### src/design/conv_pkg.sv
package conv_pkg;

	// geometry of one burst
	localparam int IMG_DIM = 4;
	localparam int PAD_DIM = 6;
	localparam int KER_DIM = 3;
	localparam int N_CH = 3;
	localparam int N_KER = 4;
	localparam int N_TAP = 9;
	localparam int N_PIX = 16;
	localparam int N_OUT = 64;
	localparam int N_KBEAT = 36;

	// one window per cycle, channel outer, kernel middle, pixel inner
	localparam int N_ISSUE = N_CH * N_KER * N_PIX;

	// index widths
	localparam int BEAT_W = $clog2(N_KBEAT);
	localparam int CH_W = $clog2(N_CH);
	localparam int KER_W = $clog2(N_KER);
	localparam int PIX_W = $clog2(N_PIX);
	localparam int OUT_W = $clog2(N_OUT);
	localparam int ISSUE_W = $clog2(N_ISSUE);

	// leaky relu scales negatives by 1/8
	localparam int LEAKY_SHIFT = 3;

	// issue cycle to accumulator write, in cycles
	localparam int PIPE_LAT = 3;

	// burst controller states
	typedef enum logic [2:0] {
		IDLE,
		LOAD,
		CALC,
		DRAIN,
		OUTPUT
	} conv_state_e;

	// activation opcode, from opt bit 0
	typedef enum logic {
		RELU,
		LEAKY
	} act_mode_e;

endpackage

### src/design/kernel_buffer.sv
`timescale 1ns/1ps

module kernel_buffer import conv_pkg::*; #(
	parameter int DATA_W = 16
) (
	input  logic                         clk,
	input  logic                         rst_n,
	input  logic                         ker_wr,
	input  logic [BEAT_W-1:0]            beat_idx,
	input  logic [DATA_W-1:0]            kernel1,
	input  logic [DATA_W-1:0]            kernel2,
	input  logic [DATA_W-1:0]            kernel3,
	input  logic [KER_W-1:0]             ker_idx,
	input  logic [CH_W-1:0]              ch_idx,
	output logic [N_TAP-1:0][DATA_W-1:0] taps
);

	// kernel, channel, tap
	logic [DATA_W-1:0] ker_mem [N_KER][N_CH][N_TAP];

	// beat n is kernel n/9, tap n%9
	logic [KER_W-1:0] wr_ker;
	logic [3:0]       wr_tap;

	assign wr_ker = KER_W'(beat_idx / N_TAP);
	assign wr_tap = 4'(beat_idx % N_TAP);

	always_ff @(posedge clk or negedge rst_n) begin
		if (!rst_n) begin
			for (int k = 0; k < N_KER; k++) begin
				for (int c = 0; c < N_CH; c++) begin
					for (int t = 0; t < N_TAP; t++) begin
						ker_mem[k][c][t] <= '0;
					end
				end
			end
		end else if (ker_wr) begin
			// kernelC carries the channel C slice
			ker_mem[wr_ker][0][wr_tap] <= kernel1;
			ker_mem[wr_ker][1][wr_tap] <= kernel2;
			ker_mem[wr_ker][2][wr_tap] <= kernel3;
		end
	end

	// whole slice presented at once
	always_comb begin
		for (int t = 0; t < N_TAP; t++) begin
			taps[t] = ker_mem[ker_idx][ch_idx][t];
		end
	end

endmodule

### config.mk
export PLATFORM = sky130hd
export DESIGN_NAME = kernel_buffer
export DESIGN_NICKNAME = d
export VERILOG_FILES = /design/src/design/conv_pkg.sv /design/src/design/kernel_buffer.sv
export SDC_FILE = /design/constraint.sdc
export NUM_CORES = 2
export LEC_CHECK = 0
export BUFFER_PORTS_ARGS = -buffer_cell sky130_fd_sc_hd__buf_2
export CAP_MARGIN = 10
export CORE_MARGIN = 4
export CORE_UTILIZATION = 40
export CTS_BUF_LIST = sky130_fd_sc_hd__clkbuf_8
export CTS_CLUSTER_DIAMETER = 30
export DETAILED_ROUTE_END_ITERATION = 6
export GPL_ROUTABILITY_DRIVEN = 0
export PLACE_DENSITY = 0.65
export SYNTH_ARGS = -nofsm -noshare
export SYNTH_HDL_FRONTEND = slang
export SYNTH_SLANG_ARGS = --single-unit
### constraint.sdc
create_clock -name clk -period 2.45 [get_ports clk]
set_input_delay 0.245 -clock clk [delete_from_list [all_inputs] [get_ports clk]]
set_output_delay 0.245 -clock clk [all_outputs]
set_load 0.005 [all_outputs]
==> metrics.md <==
| Metric | Value |
|---|---|
| #FFs+latches synth | approximately 1700 |
| Reg power frac | 0.417 |
| Clk slew on worst S/H paths | roughly 0.05 ns |
| Fin crit share | 1.16 |
| Initial antenna violation count | 16 |
| WP data arrival | approximately 3.7 ns |
| Fill cells | around 15000 |
| Vias | around 48000 |
| Max FFs per register | between 1500 and 2000 |
| TritonCTS clock tree | done |
| Crit-path max FO | 6 |
| EDFF count, synth | 0 |
| Die X | ~450 um |
| Die Y | ~450 um |
| RSZ-0062 raised after global routing | yes |
| Clk buf depth | 4 |
| Slew headroom | 0.292 |
| Total grt overflow | 0 |
| Final Net Count | a little under 6000 |
| Warnings from Yosys | 0 |
| Vias per cell | between 5 and 6 |
| Leak | 47.2 nW |
| Seq/Total Area, Yosys | 0.554 |
| Final cell count without fillers | roughly 8500 |
| Largest regs | ker_mem x1728 |
| HPWL Detailed | approximately 140000 um |
| Cell Pwr Density | 994 nW/um^2 |
| Initial Util | 0.404 |
| Placed insts | ~7600 |
| Worst vdd ir | roughly 0.6 mV |
| Synth Flop Type | dfrtp_1 |
| # port buffers | between 200 and 250 |
| Overall routed net length | ~240000 um |
| Status | finished, violations left |
| Sink Count | about 1700 |
| Vias in the first global route | 51500 |
| Clock power frac | 0.357 |
| Iteration count of the initial detailed-routing pass | 5 |
| H-tree depth | 5 |
| Root buf cell | clkbuf_8 |
| WL/cell | 28.6 um |
| Type of origin of the critical path | primary input |
| Tot GR Track Use | 0.232 |
| Final core utilization | 0.526 |
| Top Ports | 205 |
| TritonCTS Buffers | slightly below 400 |
| First-pass GRT wire length | 351000 um |
| Max-slew violation count | 0 |
| Final-report hold violation count | 0 |
| Hold Path Class | primary input to flip-flop |
| Combinational share of power | 0.226 |
| Layout cells sized above 1 | 0.627 |
| Leading cell type in the layout, fill and taps excluded | dfrtp_1 |
| Maxcap violations | 0 |
| Final setup vio count | around 1600 |
| Critical path capture point type | flip-flop |
| Final min period | between 2 and 3 ns |
| F_max | around 350 MHz |
| Full die area | slightly above 200000 um^2 |
| Area Overhead vs Synth | 30.2% |
| Synthesized cell area | just under 80000 um^2 |
| Avg Inst Size Synth | 15.8 um^2 |
| P_int | around 74 mW |
| Largest net degree at the start of global routing | roughly 120 |
| Failing checks | setup timing |
| DP Worst Slack | -1.60 ns |
| Antenna-violating nets left | 0 |
| Initial DRC Count | ~3600 |
| Commonest cells after routing, fill and taps aside | dfrtp_1 (1728), mux2_2 (1216), mux2_4 (479), clkbuf_8 (466), mux4_2 (432) |
| Row count | 161 |
| Top reg by flops | ker_mem |
| Synth Net Count | between 5000 and 6000 |
| Switching share of power | 0.264 |
| R2R setup slack | around 1.5 ns |
| Post-synth cell types | 51 |
| Async S/R FF share, synth | 1.00 |
| Skew final | 0 ns |
| Remaining routing DRC violations | 0 |
| Core area | roughly 190000 um^2 |
| Clk Latency, worst-skew pair | 1.02 ns |
| CP required | between 3 and 4 ns |
| Mapped Cells | around 4900 |
| Crit Path Category | primary input to flip-flop |
| Slew @ Worst Pin | 1.06 ns |
| Psw | around 27 mW |
| Fin worst setup slack | -0.402 ns |
## power groups by stage
stage	Clock (mW)	Combinational (mW)	Sequential (mW)
global route	38.2	24.3	43.1
global placement	0	19.3	41.8
finish	36.0	22.8	42.1
detailed placement	0	19.9	42.3
floorplan	0	14.1	40.7
CTS	36.7	21.8	41.9
## metrics by stage
stage	instance area (um^2)	hold WS (ns)	total power, mW	TNS (ns)
floorplan	79000	-0.0506	54.8	-2244.94
global placement	86500	0.189	61.1	-2419.62
detailed placement	86500	0.190	62.2	-2373.12
CTS	99200	0.00264	100	-164.83
global route	102000	0.139	106	-448.59
finish	102000	0.176	101	-384.73
## kinds of logic (layout without fill, tap and decap cells)
kind of cell / after synthesis / in the layout / share of synthesized area
and+or+nand+nor: 229 / 232 / 0.0135
AOI/OAI and AO/OA: 174 / 174 / 0.0119
other: 0 / 14 / 0
adders and majority gates: 6 / 6 / 0.000930
DFF: 1728 / 1728 / 0.554
muxes: 2305 / 2305 / 0.393
buffers and inverters: 488 / 1546 / 0.0259
xor gates and xnor gates: 6 / 6 / 0.000866
## path summary, 6_finish.rpt
kind / cells past startpoint / startpoint / to
setup / recovery: 18 / beat_idx[4] / ker_mem[105]
hold / removal: 6 / beat_idx[0] / ker_mem[924]
setup reg to reg: 3 / ker_mem[784] / ker_mem[784]
hold reg to reg: 1 / ker_mem[55] / ker_mem[55]
max in group asynchronous: 6 / rst_n / ker_mem[969]
min in group asynchronous: 4 / rst_n / ker_mem[1719]
## layout make-up
type | count | area (um^2) | area share
inverter | 11 | 46.3 | 0.000456
sequential | 1728 | 43200 | 0.426
clock buffer | 466 | 6410 | 0.0631
antenna | 14 | 35.0 | 0.000345
clock inverter | 214 | 2350 | 0.0231
tap | 2526 | 3160 | 0.0311
timing repair buffer | 855 | 10200 | 0.100
multi-input combinational | 2723 | 36200 | 0.356
## cell usage after synthesis (3+ instances only)
cell,n,area share
mux2_2,1631,0.24
clkbuf_1,285,0.014
nor4b_1,8,0.00090
nand3_1,6,0.00038
dfrtp_1,1728,0.55
nor4_1,10,0.00080
mux4_2,432,0.12
or3_1,3,0.00024
ha_1,5,0.00080
buf_2,102,0.0065
nor2b_1,4,0.00032
nand2_1,152,0.0073
mux2i_1,144,0.018
o21ai_0,150,0.0096
inv_1,10,0.00048
mux2_1,97,0.014
buf_1,82,0.0039
buf_6,8,0.0012
nand2b_1,6,0.00048
nand4_1,9,0.00072
a21oi_1,6,0.00038
nor3_1,6,0.00038
or4_1,5,0.00048
a31oi_1,4,0.00032
and3_1,4,0.00032
nor2_1,9,0.00043
## critical path: stages
cell,delay [ns]
buf_8,0.11
nor2_4,0.14
o21ai_4,0.08
inv_2,0.08
ha_4,0.15
nor2_4,0.03
a221o_1,0.31
and3_4,0.18
xnor2_4,0.15
inv_2,0.09
ha_4,0.18
a32oi_4,0.26
o221ai_4,0.18
and3_4,0.26
or4_4,0.58
buf_12,0.19
buf_8,0.15
mux2_4,0.29
## layer usage
layer,GRT usage,routed length (um)
met4,0.0768,9340
met3,0.0392,12800
met1,0.304,101000
met2,0.394,121000
met5,0.000710,27
## timing repair
action,in CTS,in global routing
buffers inserted,50,54
pin swaps,45,27
cloned,41,28
hold buffers,54,1
resized for setup,560,391
endpoints found under the setup margin,1678,1614
hold endpoints to repair,3263,3
Note: power is estimated with default switching activity, not from simulation.
