### src/design/conv_pkg.sv
package conv_pkg;

	// geometry of one burst
	localparam int IMG_DIM = 4;
	localparam int PAD_DIM = 6;
	localparam int KER_DIM = 3;
	localparam int N_CH = 3;
	localparam int N_KER = 4;
	localparam int N_TAP = 9;
	localparam int N_PIX = 16;
	localparam int N_OUT = 64;
	localparam int N_KBEAT = 36;

	// one window per cycle, channel outer, kernel middle, pixel inner
	localparam int N_ISSUE = N_CH * N_KER * N_PIX;

	// index widths
	localparam int BEAT_W = $clog2(N_KBEAT);
	localparam int CH_W = $clog2(N_CH);
	localparam int KER_W = $clog2(N_KER);
	localparam int PIX_W = $clog2(N_PIX);
	localparam int OUT_W = $clog2(N_OUT);
	localparam int ISSUE_W = $clog2(N_ISSUE);

	// leaky relu scales negatives by 1/8
	localparam int LEAKY_SHIFT = 3;

	// issue cycle to accumulator write, in cycles
	localparam int PIPE_LAT = 3;

	// burst controller states
	typedef enum logic [2:0] {
		IDLE,
		LOAD,
		CALC,
		DRAIN,
		OUTPUT
	} conv_state_e;

	// activation opcode, from opt bit 0
	typedef enum logic {
		RELU,
		LEAKY
	} act_mode_e;

endpackage

### src/design/image_buffer.sv
`timescale 1ns/1ps

module image_buffer import conv_pkg::*; #(
	parameter int DATA_W = 16
) (
	input  logic                         clk,
	input  logic                         rst_n,
	input  logic                         img_wr,
	input  logic [BEAT_W-1:0]            beat_idx,
	input  logic [DATA_W-1:0]            image1,
	input  logic [DATA_W-1:0]            image2,
	input  logic [DATA_W-1:0]            image3,
	input  logic                         pad_zero,
	input  logic [CH_W-1:0]              ch_idx,
	input  logic [PIX_W-1:0]             pix_idx,
	output logic [N_TAP-1:0][DATA_W-1:0] window
);

	// unpadded images, row-major per channel
	logic [DATA_W-1:0] img_mem [N_CH][N_PIX];

	always_ff @(posedge clk or negedge rst_n) begin
		if (!rst_n) begin
			for (int c = 0; c < N_CH; c++) begin
				for (int p = 0; p < N_PIX; p++) begin
					img_mem[c][p] <= '0;
				end
			end
		end else if (img_wr) begin
			// all three channels arrive on the same beat
			img_mem[0][beat_idx[PIX_W-1:0]] <= image1;
			img_mem[1][beat_idx[PIX_W-1:0]] <= image2;
			img_mem[2][beat_idx[PIX_W-1:0]] <= image3;
		end
	end

	// 3x3 window whose top-left sits on the pixel in padded coordinates
	always_comb begin
		int pr;
		int pc;
		int ir;
		int ic;
		logic border;
		for (int t = 0; t < N_TAP; t++) begin
			pr = int'(pix_idx) / IMG_DIM + t / KER_DIM;
			pc = int'(pix_idx) % IMG_DIM + t % KER_DIM;
			border = (pr == 0) || (pr == PAD_DIM - 1) || (pc == 0) || (pc == PAD_DIM - 1);
			// clamp back into the image for edge copy
			if (pr == 0) begin
				ir = 0;
			end else if (pr == PAD_DIM - 1) begin
				ir = IMG_DIM - 1;
			end else begin
				ir = pr - 1;
			end
			if (pc == 0) begin
				ic = 0;
			end else if (pc == PAD_DIM - 1) begin
				ic = IMG_DIM - 1;
			end else begin
				ic = pc - 1;
			end
			if (border && pad_zero) begin
				window[t] = '0;
			end else begin
				window[t] = img_mem[ch_idx][ir * IMG_DIM + ic];
			end
		end
	end

endmodule

### config.mk
export PLATFORM = sky130hd
export DESIGN_NAME = image_buffer
export DESIGN_NICKNAME = d
export VERILOG_FILES = /design/src/design/conv_pkg.sv /design/src/design/image_buffer.sv
export SDC_FILE = /design/constraint.sdc
export NUM_CORES = 2
export LEC_CHECK = 0
export ABC_CLOCK_PERIOD_IN_PS = 2700
export BUFFER_PORTS_ARGS = -buffer_cell sky130_fd_sc_hd__buf_2
export CORE_MARGIN = 2
export CORE_UTILIZATION = 44
export DETAILED_ROUTE_END_ITERATION = 7
export MAX_ROUTING_LAYER = met4
export PLACE_DENSITY = 0.72
export SLEW_MARGIN = 40
export SYNTH_ARGS = -nofsm -noshare
export SYNTH_HDL_FRONTEND = slang
export SYNTH_SLANG_ARGS = --single-unit
### constraint.sdc
create_clock -name clk -period 2.7 [get_ports clk]
set_input_delay 0.135 -clock clk [delete_from_list [all_inputs] [get_ports clk]]
set_output_delay 0.135 -clock clk [all_outputs]
set_load 0.05 [all_outputs]
==> flow_metrics.tcl <==
set metrics [dict create \
    outcome "complete, but fails checks" \
    violations "setup timing" \
    clock_sinks 768 \
    powerDensity_nw_per_um2 763 \
    rsz0062_at_grt "yes" \
    coreArea_um2 102000 \
    nets 5023 \
    cp_max_fo 2 \
    yosys_most_used_dff "dfrtp_1" \
    grt_pass1_vias 40761 \
    io_pins 208 \
    period_share_pct 114 \
    critPathRequiredTime_ps 2570 \
    timing.setup.tns_ps -13010 \
    finalPower_mw 49.7 \
    drive_gt1_share_pct 58.1 \
    async_reset_ff_share_pct 100 \
    r2r-start "img_mem[69]" \
    overflow 0 \
    synth_seq_cells 768 \
    cap_violations 0 \
    numPortBuffers 205 \
    vias 41909 \
    hold_viol 0 \
    syn_to_final_growth_pct 44.4 \
    grt_util_met1_pct 54.0 \
    regMostFlops "img_mem" \
    ys_warn_count 0 \
    use_met2_pct 58.9 \
    htree_num_levels 3 \
    finalSetupViolations 108 \
    antenna_found_initial 19 \
    startpoint "img_mem[121]" \
    fillers 7457 \
    ys_seq_area_share_pct 42.6 \
    clkLatencyLatePin_ps 670 \
    syn-instance-count 3998 \
    p_int_mw 30.7 \
    reg.largest.list "img_mem (768)" \
    tightest_slew_ps 755 \
    ant_nets 0 \
    crit_path_top_delay_cell "a221oi_4" \
    maxSlewViolCount 0 \
    die-area_um2 105000 \
    drt_iter0_drc 4993 \
    syn-mean-instance-area_um2 11.3 \
    clk_pin_slew_ps 60 \
    final_util_pct 64.0 \
    root_buffer "clkbuf_16" \
    gr-usage-met3_pct 11.4 \
    p_sw_share_pct 38.2 \
    pwr-share-seq_pct 32.6 \
    die_x_um 324 \
    drc 0 \
    cp-start-kind "register" \
    p_comb_share_pct 44.2 \
    fmax_ghz 0.324 \
    rows 117 \
    numCtsBuffers 81 \
    hp-class "input port to register" \
    criticalPathCategory "register to output pin" \
    synth_edf_count 0 \
    endpoint_kind "output pin" \
    synth.distinct_cells 84 \
    cellLeakagePower_nw 27.9 \
    viasPerCell 6.56 \
    cts_tree "built" \
    clock_path_buffers 3 \
    ir_drop_v 0.000520 \
    fin_crit_ps 3090 \
    die_y_um 324 \
    start_util_pct 44.3 \
    routed_wirelength_um 216000 \
    slowest_delay_ps 470 \
    largest_reg_flops 768 \
    synth.cell_area_um2 45100 \
    first_pass_iters 6 \
    grt_max_degree 95 \
    regArea_um2 19200 \
    gp_congestion 1.10 \
    grt_use_total_pct 41.2 \
    power_switching_mw 19.0 \
    crit_path_cell_trace "mux2i_2 -> o2bb2ai_4 -> mux2_4 -> a221oi_4 -> buf_6 -> nand2_2 -> a221o_2 -> buf_8" \
    grt_pass1_wl_um 301000 \
    multi_input_area_um2 29000 \
    syn-num-nets 4078 \
    p_clk_share_pct 23.2 \
    slew_headroom_pct 49.6 \
    finalClockSkew_ps 0 \
    crit_buf_inv 2 \
    dpl.hpwl_um 157000 \
    fin_ws_ps -386 \
    busiest_layer "met2" \
    crit_family "compound AO/OA/AOI/OAI gates" \
    crit_arrival_ps 2950 \
    routedWlPerCell_um 33.9 \
    hold_start "image1[11]" \
]
Yosys cell counts (all sizes together) (12+ instances only):
cell type  instances  area share [%]
mux2             808              20
dfrtp            768              43
mux2i            372             8.3
nor2             261             2.2
nand2            199             1.7
clkbuf           190             1.6
buf              184             2.5
o2bb2ai          173             3.5
a22oi            156             2.6
o22ai            128             1.8
o21ai             97             1.1
a21oi             94             1.1
a221oi            74             1.5
nand3             41            0.46
nand4             36            0.50
a2bb2oi           33            0.64
mux4              33             1.6
o211ai            30            0.50
a22o              26            0.51
nand2b            23            0.32
nor3              21            0.27
inv               20            0.17
a221o             19            0.42
o221ai            19            0.37
xnor2             18            0.35
ha                16            0.44
o22a              15            0.29
nor2b             13            0.20
nand3b            12            0.20
worst paths after layout:
check / to / slack, ps / cells past startpoint
setup / recovery: window[121] / -390 / 8
hold / removal: img_mem[651] / 40 / 2
setup reg to reg: img_mem[69] / 1740 / 2
hold reg to reg: img_mem[681] / 500 / 1
max in group asynchronous: img_mem[746] / 1690 / 3
min in group asynchronous: img_mem[758] / 70 / 2
cells by family after synthesis:
family	synth area share (%)
muxes	30.1
adders and majority gates	0.444
xor gates and xnor gates	0.447
DFF	42.6
AOI/OAI and AO/OA	15.7
buffers and inverters	4.22
and+or+nand+nor	6.48
final cells by class:
class | count | area share (%)
multi-input combinational | 2836 | 44.5
sequential | 768 | 29.5
timing repair buffer | 1236 | 19.0
clock buffer | 115 | 3.59
tap | 1368 | 2.63
clock inverter | 34 | 0.621
inverter | 20 | 0.123
antenna | 11 | 0.0423
what timing repair did:
action                                  4_1_cts  5_1_grt
pin swaps                                   203      175
setup buffers                                64       49
resized for setup                           770      383
endpoints found under the setup margin      144      144
hold buffers                                 38        0
endpoints found under the hold margin       869        0
gates cloned                                  3        1
through the flow:
stage               area, um^2  hold slack [ps]  instances  worst slack (ps)
floorplan                45800             -161       3998              -116
CTS                      62800             7.37       6331              -373
global placement         55800              107       6091             -1080
global route             65100             42.1       6386              -445
finish                   65100             40.0       6388              -386
detailed placement       55800              108       6091              -695
placed cells by master (no fill, tap or decap), types with 34 or more instances in the layout:
cell,count
buf_2,57
dfrtp_1,766
buf_6,151
mux2i_2,76
mux2_2,786
o2bb2ai_1,66
o2bb2ai_2,78
o21ai_1,38
buf_12,176
nand4_1,36
o22ai_1,89
mux2i_4,35
a21oi_2,42
buf_4,773
clkbuf_16,83
nand2_1,148
a22oi_2,87
a22oi_1,69
mux2i_1,261
nand2_2,49
nor2_1,218
a221oi_2,34
dlygate4sd3_1,38
worst reg2reg max path, stage by stage, from the launching register on:
cell and delay (ps):
dfrtp_1 430, buf_4 160, mux2_2 250
per-layer routing:
layer	wire length [um]	share of wire [%]
met5	0	0
met4	13600	6.3
met3	24600	11
met2	92800	43
met1	85300	39
power by group through the flow:
stage / logic, mW / clock network [mW] / registers (mW)
6_report: 22.0 / 11.5 / 16.2
4_1_cts: 20.3 / 11.6 / 15.9
5_1_grt: 22.6 / 12.1 / 16.5
3_3_place_gp: 17.9 / 0 / 15.7
3_5_place_dp: 18.2 / 0 / 15.9
2_1_floorplan: 9.82 / 0 / 15.4
Power figures use the tool's default switching activity.
