<file path="src/design/conv_pkg.sv">
package conv_pkg;

	// geometry of one burst
	localparam int IMG_DIM = 4;
	localparam int PAD_DIM = 6;
	localparam int KER_DIM = 3;
	localparam int N_CH = 3;
	localparam int N_KER = 4;
	localparam int N_TAP = 9;
	localparam int N_PIX = 16;
	localparam int N_OUT = 64;
	localparam int N_KBEAT = 36;

	// one window per cycle, channel outer, kernel middle, pixel inner
	localparam int N_ISSUE = N_CH * N_KER * N_PIX;

	// index widths
	localparam int BEAT_W = $clog2(N_KBEAT);
	localparam int CH_W = $clog2(N_CH);
	localparam int KER_W = $clog2(N_KER);
	localparam int PIX_W = $clog2(N_PIX);
	localparam int OUT_W = $clog2(N_OUT);
	localparam int ISSUE_W = $clog2(N_ISSUE);

	// leaky relu scales negatives by 1/8
	localparam int LEAKY_SHIFT = 3;

	// issue cycle to accumulator write, in cycles
	localparam int PIPE_LAT = 3;

	// burst controller states
	typedef enum logic [2:0] {
		IDLE,
		LOAD,
		CALC,
		DRAIN,
		OUTPUT
	} conv_state_e;

	// activation opcode, from opt bit 0
	typedef enum logic {
		RELU,
		LEAKY
	} act_mode_e;

endpackage

</file>
<file path="src/design/conv_ctrl.sv">
`timescale 1ns/1ps

module conv_ctrl import conv_pkg::*; (
	input  logic              clk,
	input  logic              rst_n,
	input  logic              in_valid_o,
	input  logic [1:0]        opt,
	input  logic              in_valid_i,
	input  logic              in_valid_k,
	output logic              img_wr,
	output logic              ker_wr,
	output logic [BEAT_W-1:0] beat_idx,
	output logic              pad_zero,
	output act_mode_e         mode,
	output logic              clear_acc,
	output logic              calc_valid,
	output logic [CH_W-1:0]   ch_idx,
	output logic [KER_W-1:0]  ker_idx,
	output logic [PIX_W-1:0]  pix_idx,
	output logic              out_issue,
	output logic [OUT_W-1:0]  out_idx
);

	conv_state_e state;
	conv_state_e state_nxt;

	// set once all 16 image beats are in, kernel beats count from then on
	logic img_done;

	// shared step counter for CALC, DRAIN and OUTPUT
	logic [ISSUE_W-1:0] step_cnt;

	// strobes only count in their own phase
	assign img_wr = (state == LOAD) && !img_done && in_valid_i;
	assign ker_wr = (state == LOAD) && img_done && in_valid_k;

	// new burst wipes the result store
	assign clear_acc = (state == IDLE) && in_valid_o;

	assign calc_valid = (state == CALC);
	assign out_issue = (state == OUTPUT);

	// issue order falls out of the counter bits: pixel low, then kernel, then channel
	assign pix_idx = step_cnt[PIX_W-1:0];
	assign ker_idx = step_cnt[PIX_W +: KER_W];
	assign ch_idx = step_cnt[PIX_W+KER_W +: CH_W];
	assign out_idx = step_cnt[OUT_W-1:0];

	always_comb begin
		state_nxt = state;
		case (state)
			IDLE: if (in_valid_o) state_nxt = LOAD;
			// last kernel beat starts the calc pass
			LOAD: if (ker_wr && beat_idx == BEAT_W'(N_KBEAT - 1)) state_nxt = CALC;
			CALC: if (step_cnt == ISSUE_W'(N_ISSUE - 1)) state_nxt = DRAIN;
			// let the last windows reach the store
			DRAIN: if (step_cnt == ISSUE_W'(PIPE_LAT - 1)) state_nxt = OUTPUT;
			OUTPUT: if (step_cnt == ISSUE_W'(N_OUT - 1)) state_nxt = IDLE;
			default: state_nxt = IDLE;
		endcase
	end

	always_ff @(posedge clk or negedge rst_n) begin
		if (!rst_n) begin
			state <= IDLE;
		end else begin
			state <= state_nxt;
		end
	end

	// step counter restarts on every state change
	always_ff @(posedge clk or negedge rst_n) begin
		if (!rst_n) begin
			step_cnt <= '0;
		end else if (state_nxt != state) begin
			step_cnt <= '0;
		end else if (state == CALC || state == DRAIN || state == OUTPUT) begin
			step_cnt <= step_cnt + 1'b1;
		end
	end

	// opt word and input beat counting
	always_ff @(posedge clk or negedge rst_n) begin
		if (!rst_n) begin
			pad_zero <= 1'b0;
			mode <= RELU;
			beat_idx <= '0;
			img_done <= 1'b0;
		end else if (state == IDLE) begin
			beat_idx <= '0;
			img_done <= 1'b0;
			if (in_valid_o) begin
				// bit 1 picks zero padding, bit 0 the activation
				pad_zero <= opt[1];
				mode <= act_mode_e'(opt[0]);
			end
		end else if (img_wr) begin
			if (beat_idx == BEAT_W'(N_PIX - 1)) begin
				beat_idx <= '0;
				img_done <= 1'b1;
			end else begin
				beat_idx <= beat_idx + 1'b1;
			end
		end else if (ker_wr) begin
			if (beat_idx == BEAT_W'(N_KBEAT - 1)) begin
				beat_idx <= '0;
			end else begin
				beat_idx <= beat_idx + 1'b1;
			end
		end
	end

endmodule

</file>
<file path="config.mk">
export PLATFORM = sky130hd
export DESIGN_NAME = conv_ctrl
export DESIGN_NICKNAME = d
export VERILOG_FILES = /design/src/design/conv_pkg.sv /design/src/design/conv_ctrl.sv
export SDC_FILE = /design/constraint.sdc
export NUM_CORES = 1
export LEC_CHECK = 0
export BUFFER_PORTS_ARGS = -buffer_cell sky130_fd_sc_hd__buf_2
export CORE_MARGIN = 2
export CORE_UTILIZATION = 39
export DETAILED_ROUTE_END_ITERATION = 8
export HOLD_SLACK_MARGIN = 0.12
export PLACE_DENSITY = 0.65
export REMOVE_ABC_BUFFERS = 1
export SLEW_MARGIN = 20
export SYNTH_ARGS = -nofsm -noshare
export SYNTH_HDL_FRONTEND = slang
export SYNTH_SLANG_ARGS = --single-unit
</file>
<file path="constraint.sdc">
create_clock -name clk -period 2.17 [get_ports clk]
set_clock_uncertainty 0.1 [all_clocks]
set_input_delay 0.217 -clock clk [delete_from_list [all_inputs] [get_ports clk]]
set_output_delay 0.217 -clock clk [all_outputs]
set_load 0.01 [all_outputs]
</file>
==> results of run 1 <==
## area by class of cell
class | instances | area share
Multi-Input combinational cell | 103 | 0.4374
Inverter | 3 | 0.007183
Clock inverter | 1 | 0.01915
Clock buffer | 3 | 0.01437
Tap cell | 44 | 0.03512
Sequential cell | 20 | 0.3192
Timing Repair Buffer | 45 | 0.1676
## kinds of logic after synthesis
family          count (synthesis)  synth area share
xor+xnor                        7           0.04852
buf+inv                        15           0.06534
fa+ha+maj                       3           0.02971
compound gates                 28            0.1505
simple gates                   63            0.2921
mux                             2           0.01782
flops                          20            0.3960
## through the flow
stage,instance area (µm²),instances
after floorplan,1192,126
after global placement,1473,211
after detailed placement,1473,211
after CTS,1555,218
after global routing,1568,219
final,1568,219
## flip-flops by register name, indices dropped and copies added (netlist names)
register	cells
state	3
img_done	1
beat_idx	6
mode	1
step_cnt	8
pad_zero	1
## how the worst max path moves through the flow
stage / cells after the start / endpoint / slack (ns) / start
finish: 7 / step_cnt[3]$_DFFE_PN0P_ / 0.22 / step_cnt[0]$_DFFE_PN0P_
global route: 7 / step_cnt[0]$_DFFE_PN0P_ / 0.08 / step_cnt[0]$_DFFE_PN0P_
CTS: 6 / step_cnt[3]$_DFFE_PN0P_ / 0.08 / step_cnt[0]$_DFFE_PN0P_
detailed placement: 6 / step_cnt[3]$_DFFE_PN0P_ / 0.11 / step_cnt[0]$_DFFE_PN0P_
global placement: 6 / step_cnt[7]$_DFFE_PN0P_ / 0.22 / step_cnt[0]$_DFFE_PN0P_
floorplan: 4 / step_cnt[2]$_DFFE_PN0P_ / 0.15 / state[0]$_DFF_PN0_
## layer usage
layer  wire (µm)  track usage  vias to the layer above
li1            -            -                      570
met1        1366       0.2108                      578
met2        1481       0.3103                       33
met3         141      0.02985                        5
met4          55      0.08385                        0
met5           0            0                        -
## layout by cell type, fill, tap and decap left out, types with 2 or more instances in the layout
master         netlist  layout
a21oi_1              5       5
a31o_2               2       2
a31oi_1              2       2
and2_1               2       2
and3_1               2       2
buf_2                3      33
buf_4                6       9
clkbuf_4             0       3
dfrtp_1             20      20
dlygate4sd3_1        0       3
ha_1                 3       3
inv_1                3       3
mux2_2               2       2
nand2_1             11      11
nand2b_1             2       2
nand3_1              5       5
nor2_1              10      10
nor2b_1              3       3
nor3_1              10       9
nor3_2               1       2
nor3b_1              2       2
o2111ai_1            2       2
o211ai_1             4       4
o21a_1               2       2
o21ai_0              2       2
o21ai_1              4       4
or2_2                2       2
xor2_1               6       6
## critical path, cell delays in order (launching register included)
cell,delay (ns)
dfrtp_1,0.43
inv_1,0.11
ha_1,0.14
nor4b_1,0.32
a21oi_1,0.20
nor4_4,0.29
buf_4,0.20
nor3_1,0.06
## repair_timing
item | CTS | global route
setup buffers | 0 | 1
hold buffers | 3 | 0
resized for setup | 0 | 1
endpoints found under the setup margin | 0 | 9
endpoints found under the hold margin | 22 | 0
## power groups by stage
stage / clock network, µW / logic, µW / registers [µW]
after global placement: 0 / 629 / 554
after global routing: 333 / 719 / 572
after CTS: 320 / 648 / 553
after detailed placement: 0 / 640 / 562
after floorplan: 0 / 330 / 620
final: 315 / 649 / 554
==> flow_summary.json, run 1 <==
{
  "outcome": "finished clean",
  "hp-start": "in_valid_o",
  "cts.sinks": 20,
  "rows": 20,
  "critPathArrivalTime_ns": 2.06,
  "synth_top_area_share": 0.3960,
  "die_area_um2": 3712,
  "intPower_uw": 932.9,
  "dpl_worst_slack_ns": 0.1095,
  "vias": 1186,
  "yosysMostFrequentCell": "dfrtp_1",
  "coreArea_um2": 3078,
  "hold_path_class": "in -> reg",
  "ff2ff_path_depth": 7,
  "tritoncts": "yes",
  "grt_max_degree": 21,
  "irDropWorstVdd_mv": 0.4673,
  "finalSetupTns_ns": 0,
  "syn_inst": 138,
  "finalHoldViolations": 0,
  "fmax_mhz": 512.1,
  "p_comb_frac": 0.428,
  "wl_mm": 3.044,
  "seq_area_frac_synth": 0.3960,
  "total_power_uw": 1518,
  "port_buffers": 33,
  "ys_ff_latch": 20,
  "critPathLaunchType": "flop",
  "drtPass1Iterations": 4,
  "whs_ns": 0.1741,
  "rsz0062_at_grt": "no",
  "final.fill_count": 300,
  "seqCellArea_um2": 500.5,
  "cp.required_ns": 2.28,
  "final_util": 0.5094,
  "grt_pass1_wl_mm": 4.774,
  "layout.nets": 186,
  "drt-initial-drc-count": 63,
  "drive_above_1_share": 0.3257,
  "seqPwrFrac": 0.365,
  "fin_crit_sh": 0.8998,
  "dieHeight_um": 60.93,
  "n_antenna_cell": 0,
  "path_class": "reg -> reg",
  "syn_avg_cell_area_um2": 9.157,
  "synth_cell_types": 46,
  "grt_overflow_total": 0,
  "drc": 0,
  "slew_headroom": 0.6672,
  "place_hpwl_mm": 2.184,
  "multiInputGateArea_um2": 685.7,
  "path_max_fanout": 8,
  "async_flop_share": 1.000,
  "endpoint_kind": "flop",
  "whs_path_depth": 3,
  "synthTopCellsByArea": "dfrtp_1, xor2_1, nor3_1, buf_4, nand2_1",
  "switchingPower_uw": 585.4,
  "antenna_found_initial": 0,
  "cts.path.max_buffers": 2,
  "start_util": 0.4106,
  "clockPowerShare": 0.207,
  "clk_latency_ns": 0.32,
  "die_x_um": 60.93,
  "wl_per_cell_um": 13.90,
  "synth_ff_type": "dfrtp_1",
  "clk_pin_slew_worst_paths_ns": 0.13,
  "grt.total_usage": 0.1775,
  "holdPathEnd": "pad_zero$_DFFE_PN0P_",
  "synth-edff-count": 0,
  "area_growth_pct": 24.06,
  "slew_violations": 0,
  "grt_pass1_vias": 1054,
  "powerDensity_nw_per_um2": 968.4,
  "fin_ws_ns": 0.2174,
  "ioPinCount": 34,
  "place_congestion": 0.7914,
  "rr_startpoint": "step_cnt[0]$_DFFE_PN0P_",
  "yosys.area.top_type": "dfrtp_1",
  "synthTopCellsByCount": "dfrtp_1, nand2_1, nor2_1, nor3_1",
  "drtAntennaViolNets": 0,
  "clock-root-buffer": "clkbuf_4",
  "worst_slew_pin_slew_ns": 0.4959,
  "htree_levels": 1,
  "p_sw_frac": 0.3856,
  "cts_buffers": 3,
  "synth_area_um2": 1264,
  "viasPerCell": 5.416,
  "ys_warn_count": 0,
  "power.leakage_uw": 0.0007727,
  "regToRegSetupSlack_ns": 0.22,
  "r2r-end": "step_cnt[3]$_DFFE_PN0P_",
  "drv_cap": 0,
  "finalSetupViolCount": 0,
  "fin_crit_ns": 1.953
}
No activity file was read; power rests on OpenSTA's default activity.
==> inputs of run 2 (changes only) <==
- GPL_TIMING_DRIVEN: unset -> 0
==> flow_summary.json, run 2 (synthesis gave the netlist of run 1 again) <==
{
  "antenna_found_initial": 0,
  "critPathLaunchType": "flop",
  "outcome": "finished clean",
  "slew_headroom": 0.5750,
  "largestRegisters": "step_cnt (8), beat_idx (6), state (3)",
  "fin_crit_ns": 2.047,
  "switchingPower_uw": 556.2,
  "htree_levels": 1,
  "largest_reg_flops": 8,
  "final_cell_mix": "buf_2, dfrtp_1, nand2_1",
  "power.leakage_uw": 0.0007211,
  "wl_mm": 2.732,
  "final_common_cell": "buf_2",
  "p_comb_frac": 0.433,
  "hold_path_class": "in -> reg",
  "drtAntennaViolNets": 0,
  "cpMaxStageDelayCell": "or4_4",
  "grt_pass1_wl_mm": 4.664,
  "drtPass1Iterations": 4,
  "clk_latency_ns": 0.29,
  "cts_buffers": 3,
  "placed_cell_area_um2": 1413,
  "p_sw_frac": 0.4137,
  "path_cells": "or3b_1, or4_4, nand3_2, o21ai_1",
  "rsz0062_at_grt": "no",
  "irDropWorstVdd_mv": 0.3213,
  "dieHeight_um": 60.93,
  "critPathBufInv": 0,
  "drv_cap": 0,
  "tritoncts": "yes",
  "place_hpwl_mm": 2.041,
  "finalHoldViolations": 0,
  "top_register": "step_cnt",
  "ioPinCount": 34,
  "place_congestion": 0.8334,
  "layout.nets": 178,
  "clock-root-buffer": "clkbuf_4",
  "fmax_mhz": 488.4,
  "whs_path_depth": 3,
  "cp.required_ns": 2.24,
  "fin_crit_sh": 0.9435,
  "rows": 20,
  "path_depth": 4,
  "total_power_uw": 1345,
  "cts.sinks": 20,
  "finish.instance_area_um2": 1505,
  "vias": 1135,
  "ff2ff_path_depth": 4,
  "path_max_fanout": 13,
  "drive_above_1_share": 0.3072,
  "die_x_um": 60.93,
  "n_antenna_cell": 0,
  "drc": 0,
  "start_util": 0.4106,
  "cp_top_family": "simple AND/OR/NAND/NOR gates",
  "viasPerCell": 5.405,
  "coreArea_um2": 3078,
  "intPower_uw": 788.3,
  "die_area_um2": 3712,
  "seqPwrFrac": 0.443,
  "finalSetupViolCount": 0,
  "cp_slowest_stage_delay_ns": 0.56,
  "wl_per_cell_um": 13.01,
  "powerDensity_nw_per_um2": 893.3,
  "critPathArrivalTime_ns": 2.12,
  "grt.total_usage": 0.1683,
  "clk_pin_slew_worst_paths_ns": 0.11,
  "area_growth_pct": 19.11,
  "drt-initial-drc-count": 73,
  "grt_max_degree": 21,
  "port_buffers": 33,
  "path_class": "reg -> reg",
  "worst_slew_pin_slew_ns": 0.6362,
  "endpoint_kind": "flop",
  "cts.path.max_buffers": 2,
  "slew_violations": 0,
  "grt_pass1_vias": 1057,
  "grt_overflow_total": 0,
  "clockPowerShare": 0.124
}
## run 2: repair_timing
| action | in CTS | in global routing |
|---|---|---|
| hold buffers | 3 | 0 |
| setup endpoints to repair | 9 | 13 |
| pin swaps | 1 | 0 |
| resized for setup | 1 | 5 |
| hold endpoints to repair | 22 | 0 |
| buffers inserted | 1 | 0 |
## run 2: power groups by stage
stage               registers [µW]  logic (µW)  clock network, µW
floorplan                      620         330                  0
global placement               584         558                  0
detailed placement             594         567                  0
CTS                            589         578                177
global route                   621         652                194
finish                         596         582                167
## run 2: layout make-up
type,instances,area [µm²]
Sequential cell,20,501.7
Multi-Input combinational cell,103,711.9
Inverter,3,11.26
Tap cell,44,55.05
Clock buffer,3,22.52
Timing Repair Buffer,37,202.7
Fill cell,325,1573
## run 2: layer usage
layer	global-route usage	routed length, µm	up-vias
met5	0	0	-
li1	-	-	558
met4	0.06522	14	0
met1	0.2256	1247	541
met2	0.2780	1342	34
met3	0.01919	128	2
## run 2: worst register-to-register path, cell delays in order, from the launching register on
cell and delay [ns]:
dfrtp_1 0.54, or3b_1 0.51, or4_4 0.56, nand3_2 0.13, o21ai_1 0.09
## run 2: path summary, 6_finish.rpt
kind                                     from                 endpoint  slack [ns]
min in group asynchronous               rst_n  beat_idx[5]$_DFFE_PN0P_        0.28
max in group asynchronous               rst_n       state[0]$_DFF_PN0_        1.37
setup reg to reg           state[1]$_DFF_PN0_  beat_idx[3]$_DFFE_PN0P_        0.12
setup / recovery           state[1]$_DFF_PN0_  beat_idx[3]$_DFFE_PN0P_        0.12
hold / removal                     in_valid_o         mode$_DFFE_PN0P_        0.22
hold reg to reg              mode$_DFFE_PN0P_         mode$_DFFE_PN0P_        0.41
## run 2: stage by stage
stage / util / hold slack [ns] / setup TNS [ns] / instances / setup WS [ns]
after floorplan: - / -0.1786 / 0 / 126 / 0.1463
after global placement: 0.4589 / 0.09580 / -0.1340 / 203 / -0.02016
after detailed placement: 0.4589 / 0.09182 / -0.1915 / 203 / -0.06799
after CTS: 0.4801 / 0.2137 / 0 / 210 / 0.03009
after global routing: 0.4890 / 0.2318 / 0 / 210 / 0.02859
final: 0.4890 / 0.2221 / 0 / 210 / 0.1226
