===== src/design/conv_pkg.sv =====
package conv_pkg;

	// geometry of one burst
	localparam int IMG_DIM = 4;
	localparam int PAD_DIM = 6;
	localparam int KER_DIM = 3;
	localparam int N_CH = 3;
	localparam int N_KER = 4;
	localparam int N_TAP = 9;
	localparam int N_PIX = 16;
	localparam int N_OUT = 64;
	localparam int N_KBEAT = 36;

	// one window per cycle, channel outer, kernel middle, pixel inner
	localparam int N_ISSUE = N_CH * N_KER * N_PIX;

	// index widths
	localparam int BEAT_W = $clog2(N_KBEAT);
	localparam int CH_W = $clog2(N_CH);
	localparam int KER_W = $clog2(N_KER);
	localparam int PIX_W = $clog2(N_PIX);
	localparam int OUT_W = $clog2(N_OUT);
	localparam int ISSUE_W = $clog2(N_ISSUE);

	// leaky relu scales negatives by 1/8
	localparam int LEAKY_SHIFT = 3;

	// issue cycle to accumulator write, in cycles
	localparam int PIPE_LAT = 3;

	// burst controller states
	typedef enum logic [2:0] {
		IDLE,
		LOAD,
		CALC,
		DRAIN,
		OUTPUT
	} conv_state_e;

	// activation opcode, from opt bit 0
	typedef enum logic {
		RELU,
		LEAKY
	} act_mode_e;

endpackage


===== src/design/act_out_stage.sv =====
`timescale 1ns/1ps

module act_out_stage import conv_pkg::*; #(
	parameter int ACC_W = 32
) (
	input  logic             clk,
	input  logic             rst_n,
	input  logic             out_issue,
	input  logic [OUT_W-1:0] out_idx,
	input  act_mode_e        mode,
	input  logic [ACC_W-1:0] rd_data,
	output logic [KER_W-1:0] rd_ker,
	output logic [PIX_W-1:0] rd_pix,
	output logic             out_valid,
	output logic [ACC_W-1:0] out
);

	// 8x8 output position
	logic [2:0] out_row;
	logic [2:0] out_col;

	logic signed [ACC_W-1:0] act_val;

	assign out_row = out_idx[5:3];
	assign out_col = out_idx[2:0];

	// depth-to-space
	// pixel comes from the 2x2 block position, kernel from the offset inside it
	assign rd_pix = {out_row[2:1], out_col[2:1]};
	assign rd_ker = {out_row[0], out_col[0]};

	always_comb begin
		if (!rd_data[ACC_W-1]) begin
			act_val = $signed(rd_data);
		end else if (mode == LEAKY) begin
			// arithmetic shift keeps the sign
			act_val = $signed(rd_data) >>> LEAKY_SHIFT;
		end else begin
			act_val = '0;
		end
	end

	// one word per issue, one cycle behind
	always_ff @(posedge clk or negedge rst_n) begin
		if (!rst_n) begin
			out_valid <= 1'b0;
			out <= '0;
		end else begin
			out_valid <= out_issue;
			// bus idles at zero between words
			out <= out_issue ? act_val : '0;
		end
	end

endmodule


===== config.mk =====
export PLATFORM = sky130hd
export DESIGN_NAME = act_out_stage
export DESIGN_NICKNAME = d
export VERILOG_FILES = /design/src/design/conv_pkg.sv /design/src/design/act_out_stage.sv
export SDC_FILE = /design/constraint.sdc
export NUM_CORES = 1
export LEC_CHECK = 0
export BUFFER_PORTS_ARGS = -buffer_cell sky130_fd_sc_hd__clkbuf_2
export CAP_MARGIN = 25
export CORE_MARGIN = 4
export CORE_UTILIZATION = 40
export DETAILED_ROUTE_END_ITERATION = 8
export PLACE_DENSITY = 0.84
export SETUP_SLACK_MARGIN = 0.4
export SYNTH_ARGS = -nofsm -noshare
export SYNTH_HDL_FRONTEND = slang
export SYNTH_SLANG_ARGS = --single-unit

===== constraint.sdc =====
create_clock -name clk -period 0.8 [get_ports clk]
set_input_delay 0.04 -clock clk [delete_from_list [all_inputs] [get_ports clk]]
set_output_delay 0.04 -clock clk [all_outputs]
set_load 0.005 [all_outputs]

==> results_tabular.tex, run 1 <==
\begin{tabular}{lr}
\hline
Metric & Value \\
\hline
\multicolumn{2}{l}{\textbf{Outcome}} \\
Outcome & complete, but fails checks \\
Violated checks & hold timing, setup timing \\
\multicolumn{2}{l}{\textbf{Power and ir drop}} \\
Sw Ratio & 24.69\% \\
VDD IR max & 0.7214 mV \\
Gate power share & 19.4\% \\
Power density over cell area & 1684 nW/µm² \\
P\_leak & 0.001076 µW \\
Part of the power in the clock network & 27.7\% \\
Cell internal pwr & 2549 µW \\
Sequential Power Share & 52.9\% \\
Switching power summed over all nets & 835.7 µW \\
\multicolumn{2}{l}{\textbf{Synth}} \\
Netlist cell types & 15 \\
Part of the Yosys area used for sequential elements & 61.68\% \\
Synth warn & 0 \\
Syn avg cell area & 15.39 µm² \\
Synth top area share & 61.68\% \\
Syn Std Cell Area & 1339 µm² \\
Number of synthesized register bits & 33 \\
Post-synthesis net count & 129 \\
Cells taking the most area after synthesis & dfrtp\_1 (62\%), a32o\_1 (14\%), a32o\_2 (6.7\%) \\
Library cell occupying the most area in the post-synthesis netlist & dfrtp\_1 \\
Post-Synthesis Cells & 87 \\
\multicolumn{2}{l}{\textbf{Route}} \\
DRT Wirelength & 3.821 mm \\
Routed vias & 1139 \\
Starting DRT DRC Count & 150 \\
Post-detailed-route wirelength per cell & 18.20 µm \\
Remaining antenna violation count & 0 \\
Ratio of routed vias to standard cells & 5.424 \\
Count of unresolved DRC violations after routing & 0 \\
Total iterations of the first detailed-routing run & 4 \\
\multicolumn{2}{l}{\textbf{Setup path}} \\
Critical Path Fanout Max & 1 \\
Critical path's largest stage delay & 0.39 ns \\
CP arrival & 0.83 ns \\
Series of cell instances along the critical path & clkbuf\_2 \\
Required time at the worst-slack endpoint & 0.76 ns \\
Critical Path Sink Type & primary output \\
Total buffers and inverters traversed by the critical path & 1 \\
WS Path Type & flip-flop to primary output \\
Delay-heaviest family, CP & flip-flops \\
Nature of the critical path startpoint & flip-flop \\
Critical path's slowest cell & dfrtp\_1 \\
\multicolumn{2}{l}{\textbf{STA}} \\
Fmax & 1.147 GHz \\
Number of max-slew violations in the final report & 0 \\
Tcrit/Tclk final & 109.0\% \\
Worst hold slack across all endpoints & -0.4053 ns \\
Accumulated negative setup slack & -1.730 ns \\
Fin worst setup slack & -0.07204 ns \\
Final-report hold violation count & 61 \\
Slew of the pin with the lowest slew margin & 0.3539 ns \\
Max\_slew headroom & 76.41\% \\
Final setup fails & 33 \\
Final critical delay including setup and external delays & 0.8720 ns \\
Setup repair after global routing missed its margin & yes \\
\multicolumn{2}{l}{\textbf{Die}} \\
Floorplan die area & 4336 µm² \\
Floorplan Core Area & 3128 µm² \\
Height of the die & 65.85 µm \\
Width of the die & 65.85 µm \\
Number of top-level design ports & 81 \\
Starting density of the core & 42.80\% \\
Site Rows & 20 \\
\multicolumn{2}{l}{\textbf{Final layout}} \\
Post-Layout Inst Area & 2009 µm² \\
Combined area of the multi-input logic cells & 419.2 µm² \\
Number of fill cells & 250 \\
Final antenna diode count & 0 \\
Non-Filler Instances & 210 \\
Layout net count & 208 \\
Register area & 825.8 µm² \\
End-of-flow core utilization & 64.24\% \\
Share of post-route cells with drive strength above 1 & 63.86\% \\
Area growth, synth to finish & 50.09\% \\
\multicolumn{2}{l}{\textbf{Place}} \\
Final GP Congestion & 0.7722 \\
Estimated wirelength of the detail-placed design & 2.276 mm \\
Number of buffer cells added on primary ports & 68 \\
Placed standard-cell area & 1663 µm² \\
Placed Instances & 190 \\
Setup Slack @ Placement & -0.1700 ns \\
\multicolumn{2}{l}{\textbf{Global route}} \\
Number of antenna violations at the first check in global routing & 0 \\
First-pass GRT wire length & 5.913 mm \\
Combined global-route utilization of all metal layers & 19.09\% \\
Pin count of the biggest net entering global routing & 23 \\
Overflow after GRT & 0 \\
Vias in the first global route & 1136 \\
\multicolumn{2}{l}{\textbf{Clock network}} \\
Clock edge transition at the registers on the reported setup and hold paths & 0.09 ns \\
Count of clock tree sinks & 33 \\
H-tree levels & 2 \\
CTS tree & built \\
Bufs on Longest Clock Path & 2 \\
Clock root cell & clkbuf\_4 \\
Number of CTS-inserted buffers & 5 \\
\multicolumn{2}{l}{\textbf{Job}} \\
Reported max-cap violation count & 0 \\
\multicolumn{2}{l}{\textbf{Hold path}} \\
Min-delay worst type & input port to async pin \\
\hline
\end{tabular}
==> routing by layer <==
| metal | global-route usage, % | wire (µm) | vias up |
|---|---|---|---|
| li1 | - | - | 502 |
| met4 | 7.254 | 57 | 0 |
| met5 | 0 | 0 | - |
| met3 | 6.633 | 381 | 9 |
| met2 | 31.66 | 1963 | 66 |
| met1 | 22.64 | 1418 | 562 |
==> cells in the mapped netlist <==
cell,count
dlygate4sd1_1,1
and3_2,1
buf_8,2
buf_4,8
o2bb2ai_1,1
a32o_1,19
dlymetal6s2s_1,2
nand2_1,2
buf_6,2
o21a_1,3
nor2b_2,1
dfrtp_1,33
and2b_1,3
and2_4,1
a32o_2,8
==> worst max-delay path by stage <==
stage | start | end | slack (ns) | cells after the start
floorplan | out_issue | out[18] | 0.09 | 4
global placement | rd_data[31] | out[18] | -0.14 | 3
detailed placement | rd_data[31] | out[23] | -0.17 | 3
CTS | out[22] | out[22] | -0.08 | 1
global route | out[22] | out[22] | -0.12 | 1
finish | out[28] | out[28] | -0.07 | 1
==> power groups by stage <==
stage	clock network, µW	logic [µW]	registers (µW)
floorplan	0	219	1830
global placement	0	467	1820
detailed placement	0	481	1820
CTS	951	648	1790
global route	1040	707	1800
finish	937	658	1790
==> final cells by class <==
cell class,instances,area share (%)
Sequential cell,33,41.10
Timing Repair Buffer,83,32.57
Multi-Input combinational cell,43,20.86
Clock buffer,7,2.740
Tap cell,44,2.740
==> sequential cells by signal (all words and copies together) (netlist names) <==
| name | cells |
|---|---|
| out | 32 |
| out_valid | 1 |
==> per-stage QoR <==
step | power, µW | hold slack [ns]
floorplan | 2053 | -0.2556
global placement | 2285 | -0.05700
detailed placement | 2303 | -0.03803
CTS | 3388 | -0.3983
global route | 3550 | -0.4088
finish | 3384 | -0.4053
==> cell families (layout without fill, tap and decap cells) <==
family          count (synthesis)  after routing  synth area share [%]
flops                          33             33                 61.68
compound gates                 31             31                 23.27
simple gates                    8             12                 4.113
buf+inv                        15             90                 10.93
==> cells in the final DEF, fill, tap and decap left out, types with 3 or more instances in the layout <==
master and n:
a32o_1 18, a32o_2 9, and2_4 4, and2b_1 3, buf_12 5, buf_16 3, buf_6 6, clkbuf_2 65
clkbuf_4 5, dfrtp_1 33, o21a_1 3
==> timing repair <==
action	CTS	global route
setup buffers	3	1
cloned	9	0
pin swaps	8	2
gates resized for setup	25	3
setup endpoints to repair	64	63
endpoints found under the hold margin	61	61
Power figures use the tool's default switching activity.
==> run 2, diff against run 1 <==
--- a/config.mk
+++ b/config.mk
@@ -8,9 +8,9 @@
 export BUFFER_PORTS_ARGS = -buffer_cell sky130_fd_sc_hd__clkbuf_2
 export CAP_MARGIN = 25
 export CORE_MARGIN = 4
-export CORE_UTILIZATION = 40
+export CORE_UTILIZATION = 42
 export DETAILED_ROUTE_END_ITERATION = 8
-export PLACE_DENSITY = 0.84
+export PLACE_DENSITY = 0.87
 export SETUP_SLACK_MARGIN = 0.4
 export SYNTH_ARGS = -nofsm -noshare
 export SYNTH_HDL_FRONTEND = slang
==> run 2 against run 1 <==
Effect of this change: the run still ends with hold timing, setup timing left; setup slack improved by 0.011 ns; clock-buffer cell count is 1 lower; critical path depth unchanged; worst hold slack improved by 0.24 ns; maximum frequency is 1.3% higher; cell count is 0.95% lower; final area is 5.5% lower; critical path type unchanged.
==> results_tabular.tex, run 2 (same netlist as run 1, synthesis figures left out) <==
\begin{tabular}{lr}
\hline
Metric & Value \\
\hline
\multicolumn{2}{l}{\textbf{Outcome}} \\
Outcome & complete, but fails checks (unchanged) \\
Violated checks & hold timing, setup timing (unchanged) \\
\multicolumn{2}{l}{\textbf{Global route}} \\
Routing usage on met2 & 26.80\% (was 31.66\%) \\
GRT met3 Usage & 7.626\% (was 6.633\%) \\
Pin count of the biggest net entering global routing & 34 (was 23) \\
Met1 track demand over resource in global routing & 22.01\% (was 22.64\%) \\
Overflow after GRT & 0 (unchanged) \\
Number of antenna violations at the first check in global routing & 0 (unchanged) \\
Most crowded layer after global routing & met2 (unchanged) \\
First-pass GRT wire length & 5.437 mm (was 5.913 mm) \\
Combined global-route utilization of all metal layers & 17.90\% (was 19.09\%) \\
Vias in the first global route & 1081 (was 1136) \\
\multicolumn{2}{l}{\textbf{Setup path}} \\
Critical Path Fanout Max & 1 (unchanged) \\
Total buffers and inverters traversed by the critical path & 1 (unchanged) \\
Critical path's largest stage delay & 0.38 ns (was 0.39 ns) \\
Series of cell instances along the critical path & clkbuf\_2 (unchanged) \\
Delay-heaviest family, CP & flip-flops (unchanged) \\
Critical path's slowest cell & dfrtp\_1 (unchanged) \\
Start point of the critical path & out[6] (was out[28]) \\
CP arrival & 0.82 ns (was 0.83 ns) \\
Required time at the worst-slack endpoint & 0.76 ns (about the same) \\
Nature of the critical path startpoint & flip-flop (unchanged) \\
Critical Path Sink Type & primary output (unchanged) \\
WS Path Type & flip-flop to primary output (unchanged) \\
\multicolumn{2}{l}{\textbf{Route}} \\
Ratio of routed vias to standard cells & 5.183 (was 5.424) \\
Routed vias & 1078 (was 1139) \\
Remaining antenna violation count & 0 (unchanged) \\
Starting DRT DRC Count & 86 (was 150) \\
DRT Wirelength & 3.469 mm (was 3.821 mm) \\
Count of unresolved DRC violations after routing & 0 (unchanged) \\
Total iterations of the first detailed-routing run & 4 (unchanged) \\
Post-detailed-route wirelength per cell & 16.68 µm (was 18.20 µm) \\
\multicolumn{2}{l}{\textbf{Die}} \\
Site Rows & 20 (unchanged) \\
Height of the die & 64.46 µm (was 65.85 µm) \\
Number of top-level design ports & 81 (unchanged) \\
Floorplan die area & 4155 µm² (was 4336 µm²) \\
Starting density of the core & 43.85\% (was 42.80\%) \\
Floorplan Core Area & 3053 µm² (was 3128 µm²) \\
Width of the die & 64.46 µm (was 65.85 µm) \\
\multicolumn{2}{l}{\textbf{STA}} \\
Max\_slew headroom & 85.49\% (was 76.41\%) \\
Number of max-slew violations in the final report & 0 (unchanged) \\
Tcrit/Tclk final & 107.6\% (was 109.0\%) \\
Final critical delay including setup and external delays & 0.8612 ns (was 0.8720 ns) \\
Final-report hold violation count & 29 (was 61) \\
Slew of the pin with the lowest slew margin & 0.2176 ns (was 0.3539 ns) \\
Final setup fails & 33 (unchanged) \\
Fin worst setup slack & -0.06120 ns (was -0.07204 ns) \\
Fmax & 1.161 GHz (was 1.147 GHz) \\
Worst hold slack across all endpoints & -0.1653 ns (was -0.4053 ns) \\
Setup repair after global routing missed its margin & yes (unchanged) \\
\multicolumn{2}{l}{\textbf{Job}} \\
Reported max-cap violation count & 0 (unchanged) \\
\multicolumn{2}{l}{\textbf{Final layout}} \\
Register with the most flip-flops & out (unchanged) \\
Layout net count & 205 (was 208) \\
Flip-flop count of the largest register after layout & 32 (unchanged) \\
Number of fill cells & 252 (was 250) \\
Most frequent standard cell in the layout excluding fill and tap cells & clkbuf\_2 (unchanged) \\
Area growth, synth to finish & 41.87\% (was 50.09\%) \\
Post-Layout Inst Area & 1899 µm² (was 2009 µm²) \\
Share of post-route cells with drive strength above 1 & 62.80\% (was 63.86\%) \\
Final antenna diode count & 0 (unchanged) \\
Top library cells by usage in the layout, fill and taps aside & clkbuf\_2 (66), dfrtp\_1 (33), a32o\_1 (18), a32o\_2 (9) (was clkbuf\_2 (65), dfrtp\_1 (33), a32o\_1 (18), a32o\_2 (9), buf\_6 (6)) \\
Combined area of the multi-input logic cells & 404.1 µm² (was 419.2 µm²) \\
Register area & 825.8 µm² (unchanged) \\
Regs by FF count & out: 32 flops, out\_valid: 1 flops (unchanged) \\
Non-Filler Instances & 208 (was 210) \\
\multicolumn{2}{l}{\textbf{Clock network}} \\
Bufs on Longest Clock Path & 2 (unchanged) \\
H-tree levels & 2 (unchanged) \\
CTS tree & built (unchanged) \\
Count of clock tree sinks & 33 (unchanged) \\
Hold-fix buffers, CTS & 1 \\
Clock edge transition at the registers on the reported setup and hold paths & 0.10 ns (was 0.09 ns) \\
Number of CTS-inserted buffers & 5 (unchanged) \\
Clock root cell & clkbuf\_4 (unchanged) \\
\multicolumn{2}{l}{\textbf{Place}} \\
Placed Instances & 191 (was 190) \\
Final GP Congestion & 0.7812 (was 0.7722) \\
Estimated wirelength of the detail-placed design & 2.221 mm (was 2.276 mm) \\
Number of buffer cells added on primary ports & 68 (unchanged) \\
Placed standard-cell area & 1683 µm² (was 1663 µm²) \\
\multicolumn{2}{l}{\textbf{Power and ir drop}} \\
P\_leak & 0.001029 µW (was 0.001076 µW) \\
Power density over cell area & 1700 nW/µm² (was 1684 nW/µm²) \\
VDD IR max & 0.6138 mV (was 0.7214 mV) \\
\multicolumn{2}{l}{\textbf{Hold path}} \\
HP Start & out\_issue \\
Min-delay worst type & input port to flip-flop (was input port to async pin) \\
\hline
\end{tabular}
-- run 2: changes by cell type in the layout (fill, tap and decap cells not counted), sizes merged --
| cell | change |
|---|---|
| buf | -1 |
| clkinv | +2 |
| clkbuf | -3 |
| nor2b | -1 |
| dlygate4sd3 | +1 |
-- run 2: final timing paths --
check | slack [ns] | cells past startpoint | endpoint
worst max-delay path | -0.06 | 1 | out[6]
worst min-delay path | -0.17 | 1 | out_valid
max in group asynchronous | 0.42 | 3 | out[12]
min in group asynchronous | 0.20 | 3 | out[5]
-- run 2: stage by stage --
step	TNS, ns	util [%]	total power (µW)	hold WS [ns]	worst slack [ns]
2_1_floorplan	0	-	2053	-0.2556	0.08904
3_3_place_gp	-0.7789	55.12	2294	0.008352	-0.03794
3_5_place_dp	-1.294	55.12	2311	0.01264	-0.06026
4_1_cts	-1.937	61.93	3261	-0.1488	-0.07521
5_1_grt	-2.973	62.21	3391	-0.1973	-0.1134
6_report	-1.247	62.21	3228	-0.1653	-0.06120
-- run 2: final cells by class --
class                           instances  area share (%)
Clock inverter                          2          0.5270
Sequential cell                        33           43.48
Clock buffer                            6           2.174
Timing Repair Buffer                   81           29.64
Tap cell                               44           2.899
Multi-Input combinational cell         42           21.28
-- run 2: power breakdown --
part           leakage [µW]  internal [µW]  switching [µW]
combinational      0.000563            326             263
sequential         0.000434           1760            26.5
clock             0.0000320            334             518
-- run 2: repair_timing --
item	CTS	global route
setup endpoints to repair	64	61
setup buffers	3	0
endpoints found under the hold margin	62	29
gates resized for setup	10	4
pin swaps	10	7
gates cloned	5	0
-- run 2: metal layers --
metal | share of wire [%] | vias to the layer above
met5 | 0 | -
met4 | 2.7 | 0
met3 | 9.8 | 9
met2 | 47 | 61
met1 | 41 | 515
li1 | - | 493
==> run 3, diff against run 2 <==
--- a/config.mk
+++ b/config.mk
@@ -7,10 +7,12 @@
 export LEC_CHECK = 0
 export BUFFER_PORTS_ARGS = -buffer_cell sky130_fd_sc_hd__clkbuf_2
 export CAP_MARGIN = 25
+export CELL_PAD_IN_SITES_DETAIL_PLACEMENT = 1
+export CELL_PAD_IN_SITES_GLOBAL_PLACEMENT = 2
 export CORE_MARGIN = 4
-export CORE_UTILIZATION = 42
+export CORE_UTILIZATION = 26
 export DETAILED_ROUTE_END_ITERATION = 8
-export PLACE_DENSITY = 0.87
+export PLACE_DENSITY = 0.88
 export SETUP_SLACK_MARGIN = 0.4
 export SYNTH_ARGS = -nofsm -noshare
 export SYNTH_HDL_FRONTEND = slang
==> run 3 against run 2 <==
Effect of this change: the run still ends with hold timing, setup timing left; sequential power hardly changed; setup slack gained 0.042 ns; cell count rose by 14%; die area rose by 53%; clock power rose by 61%; power grew 20%; combinational power is 21% higher; final area rose by 14%; maximum frequency grew 5.1%; flip-flop and latch count is the same; first-iteration DRC count shrank 63%; global-route usage is 2.7 points lower; critical path type unchanged.
==> results_tabular.tex, run 3 (same netlist as run 1, synthesis figures left out) <==
\begin{tabular}{lr}
\hline
Metric & Value \\
\hline
\multicolumn{2}{l}{\textbf{STA}} \\
Max\_slew headroom & 88.03\% (was 85.49\%) \\
Slew of the pin with the lowest slew margin & 0.1792 ns (was 0.2176 ns) \\
Fin worst setup slack & -0.01962 ns (was -0.06120 ns) \\
Worst hold slack across all endpoints & -0.2813 ns (was -0.1653 ns) \\
Final setup fails & 9 (was 33) \\
Number of max-slew violations in the final report & 0 (unchanged) \\
Tcrit/Tclk final & 102.5\% (was 107.6\%) \\
Final critical delay including setup and external delays & 0.8196 ns (was 0.8612 ns) \\
Setup repair after global routing missed its margin & yes (unchanged) \\
Final-report hold violation count & 38 (was 29) \\
Fmax & 1.220 GHz (was 1.161 GHz) \\
\multicolumn{2}{l}{\textbf{Place}} \\
Estimated wirelength of the detail-placed design & 2.672 mm (was 2.221 mm) \\
Setup Slack @ Placement & -0.2007 ns (was -0.06026 ns) \\
Placed Instances & 214 (was 191) \\
Final GP Congestion & 0.6817 (was 0.7812) \\
Number of buffer cells added on primary ports & 68 (unchanged) \\
\multicolumn{2}{l}{\textbf{Die}} \\
Height of the die & 79.76 µm (was 64.46 µm) \\
Floorplan Core Area & 4848 µm² (was 3053 µm²) \\
Width of the die & 79.76 µm (was 64.46 µm) \\
Site Rows & 25 (was 20) \\
Starting density of the core & 27.61\% (was 43.85\%) \\
Floorplan die area & 6361 µm² (was 4155 µm²) \\
Number of top-level design ports & 81 (unchanged) \\
\multicolumn{2}{l}{\textbf{Hold path}} \\
Min-delay worst type & input port to async pin (was input port to flip-flop) \\
\multicolumn{2}{l}{\textbf{Global route}} \\
Combined global-route utilization of all metal layers & 15.20\% (was 17.90\%) \\
Overflow after GRT & 0 (unchanged) \\
Number of antenna violations at the first check in global routing & 0 (unchanged) \\
Routing usage on met2 & 26.96\% (was 26.80\%) \\
First-pass GRT wire length & 7.093 mm (was 5.437 mm) \\
Most crowded layer after global routing & met2 (unchanged) \\
GRT met3 Usage & 5.530\% (was 7.626\%) \\
Met1 track demand over resource in global routing & 17.07\% (was 22.01\%) \\
Pin count of the biggest net entering global routing & 34 (unchanged) \\
Vias in the first global route & 1274 (was 1081) \\
\multicolumn{2}{l}{\textbf{Outcome}} \\
Outcome & complete, but fails checks (unchanged) \\
Violated checks & hold timing, setup timing (unchanged) \\
\multicolumn{2}{l}{\textbf{Clock network}} \\
Bufs on Longest Clock Path & 2 (unchanged) \\
H-tree levels & 2 (unchanged) \\
Count of clock tree sinks & 33 (unchanged) \\
CTS tree & built (unchanged) \\
Clock root cell & clkbuf\_8 (was clkbuf\_4) \\
Number of CTS-inserted buffers & 5 (unchanged) \\
Clock edge transition at the registers on the reported setup and hold paths & 0.07 ns (was 0.10 ns) \\
\multicolumn{2}{l}{\textbf{Setup path}} \\
CP arrival & 0.78 ns (was 0.82 ns) \\
Series of cell instances along the critical path & clkbuf\_2 (unchanged) \\
Critical Path Fanout Max & 1 (unchanged) \\
Total buffers and inverters traversed by the critical path & 1 (unchanged) \\
Critical Path Sink Type & primary output (unchanged) \\
Required time at the worst-slack endpoint & 0.76 ns (about the same) \\
Critical path's largest stage delay & 0.38 ns (about the same) \\
Delay-heaviest family, CP & flip-flops (unchanged) \\
Nature of the critical path startpoint & flip-flop (unchanged) \\
WS Path Type & flip-flop to primary output (unchanged) \\
Critical path's slowest cell & dfrtp\_1 (unchanged) \\
Number of cells on the critical path & 1 (unchanged) \\
\multicolumn{2}{l}{\textbf{Route}} \\
Total iterations of the first detailed-routing run & 4 (unchanged) \\
Routed vias & 1156 (was 1078) \\
Count of unresolved DRC violations after routing & 0 (unchanged) \\
Remaining antenna violation count & 0 (unchanged) \\
DRT Wirelength & 4.655 mm (was 3.469 mm) \\
Ratio of routed vias to standard cells & 4.857 (was 5.183) \\
Post-detailed-route wirelength per cell & 19.56 µm (was 16.68 µm) \\
Starting DRT DRC Count & 32 (was 86) \\
\multicolumn{2}{l}{\textbf{Power and ir drop}} \\
VDD IR max & 0.6042 mV (was 0.6138 mV) \\
P\_leak & 0.001132 µW (was 0.001029 µW) \\
Power density over cell area & 1794 nW/µm² (was 1700 nW/µm²) \\
Sum of internal, switching and leakage power & 3870 µW (was 3228 µW) \\
\multicolumn{2}{l}{\textbf{Final layout}} \\
Top library cells by usage in the layout, fill and taps aside & clkbuf\_2 (65), dfrtp\_1 (33), a32o\_1 (19), a32o\_2 (8), clkbuf\_8 (8) (was clkbuf\_2 (66), dfrtp\_1 (33), a32o\_1 (18), a32o\_2 (9)) \\
Final antenna diode count & 0 (unchanged) \\
Layout net count & 212 (was 205) \\
Regs by FF count & out: 32 flops, out\_valid: 1 flops (unchanged) \\
Non-Filler Instances & 238 (was 208) \\
Most frequent standard cell in the layout excluding fill and tap cells & clkbuf\_2 (unchanged) \\
Share of post-route cells with drive strength above 1 & 65.50\% (was 62.80\%) \\
Area growth, synth to finish & 61.12\% (was 41.87\%) \\
Number of fill cells & 529 (was 252) \\
Register with the most flip-flops & out (unchanged) \\
Flip-flop count of the largest register after layout & 32 (unchanged) \\
\multicolumn{2}{l}{\textbf{Job}} \\
Reported max-cap violation count & 0 (unchanged) \\
\hline
\end{tabular}
[run 3: changes by cell type in the layout (fill, tap and decap cells not counted), moves of 2 or more]
cell and delta:
clkbuf_8 +8, clkbuf_4 -5, buf_6 +4, clkbuf_16 +3, buf_16 +2, buf_4 -2
[run 3: worst paths after layout]
kind                       startpoint  slack, ns      end
min in group clk           rd_data[0]      -0.03   out[0]
max in group asynchronous       rst_n       0.91  out[30]
min                             rst_n      -0.28   out[5]
max                            out[9]      -0.02   out[9]
[run 3: cell type report]
type                    count  area (µm²)  area share [%]
clock buffers               7       96.34           4.466
well taps                  67       83.83           3.886
multi-input cells          43       424.2           19.66
clock inverters             1       5.005          0.2320
repair buffers             87       721.9           33.47
flip-flops and latches     33       825.8           38.28
[run 3: metal layers]
layer	vias up	routed length, µm
li1	506	-
met1	582	1810
met2	63	2342
met3	5	451
met4	0	51
met5	-	0
[run 3: metrics by stage]
stage | area (µm²) | utilization (%) | hold slack, ns | TNS [ns]
global placement | 1699 | 35.05 | 0.01148 | -4.430
finish | 2157 | 44.49 | -0.2813 | -0.06816
floorplan | 1344 | - | -0.2556 | 0
detailed placement | 1699 | 35.05 | 0.02266 | -5.224
global route | 2157 | 44.49 | -0.2726 | -0.8823
CTS | 2147 | 44.28 | -0.2827 | -0.2140
[run 3: where the power goes]
part	switching [µW]	leakage, µW	internal [µW]
sequential	29.2	0.000434	1760
combinational	307	0.000643	405
clock	589	0.0000542	777
[run 3: timing repair]
action	CTS	global route
pin swaps	12	0
gates cloned	9	0
resized for setup	26	4
buffers inserted	7	0
endpoints found under the hold margin	48	41
setup endpoints to repair	65	64
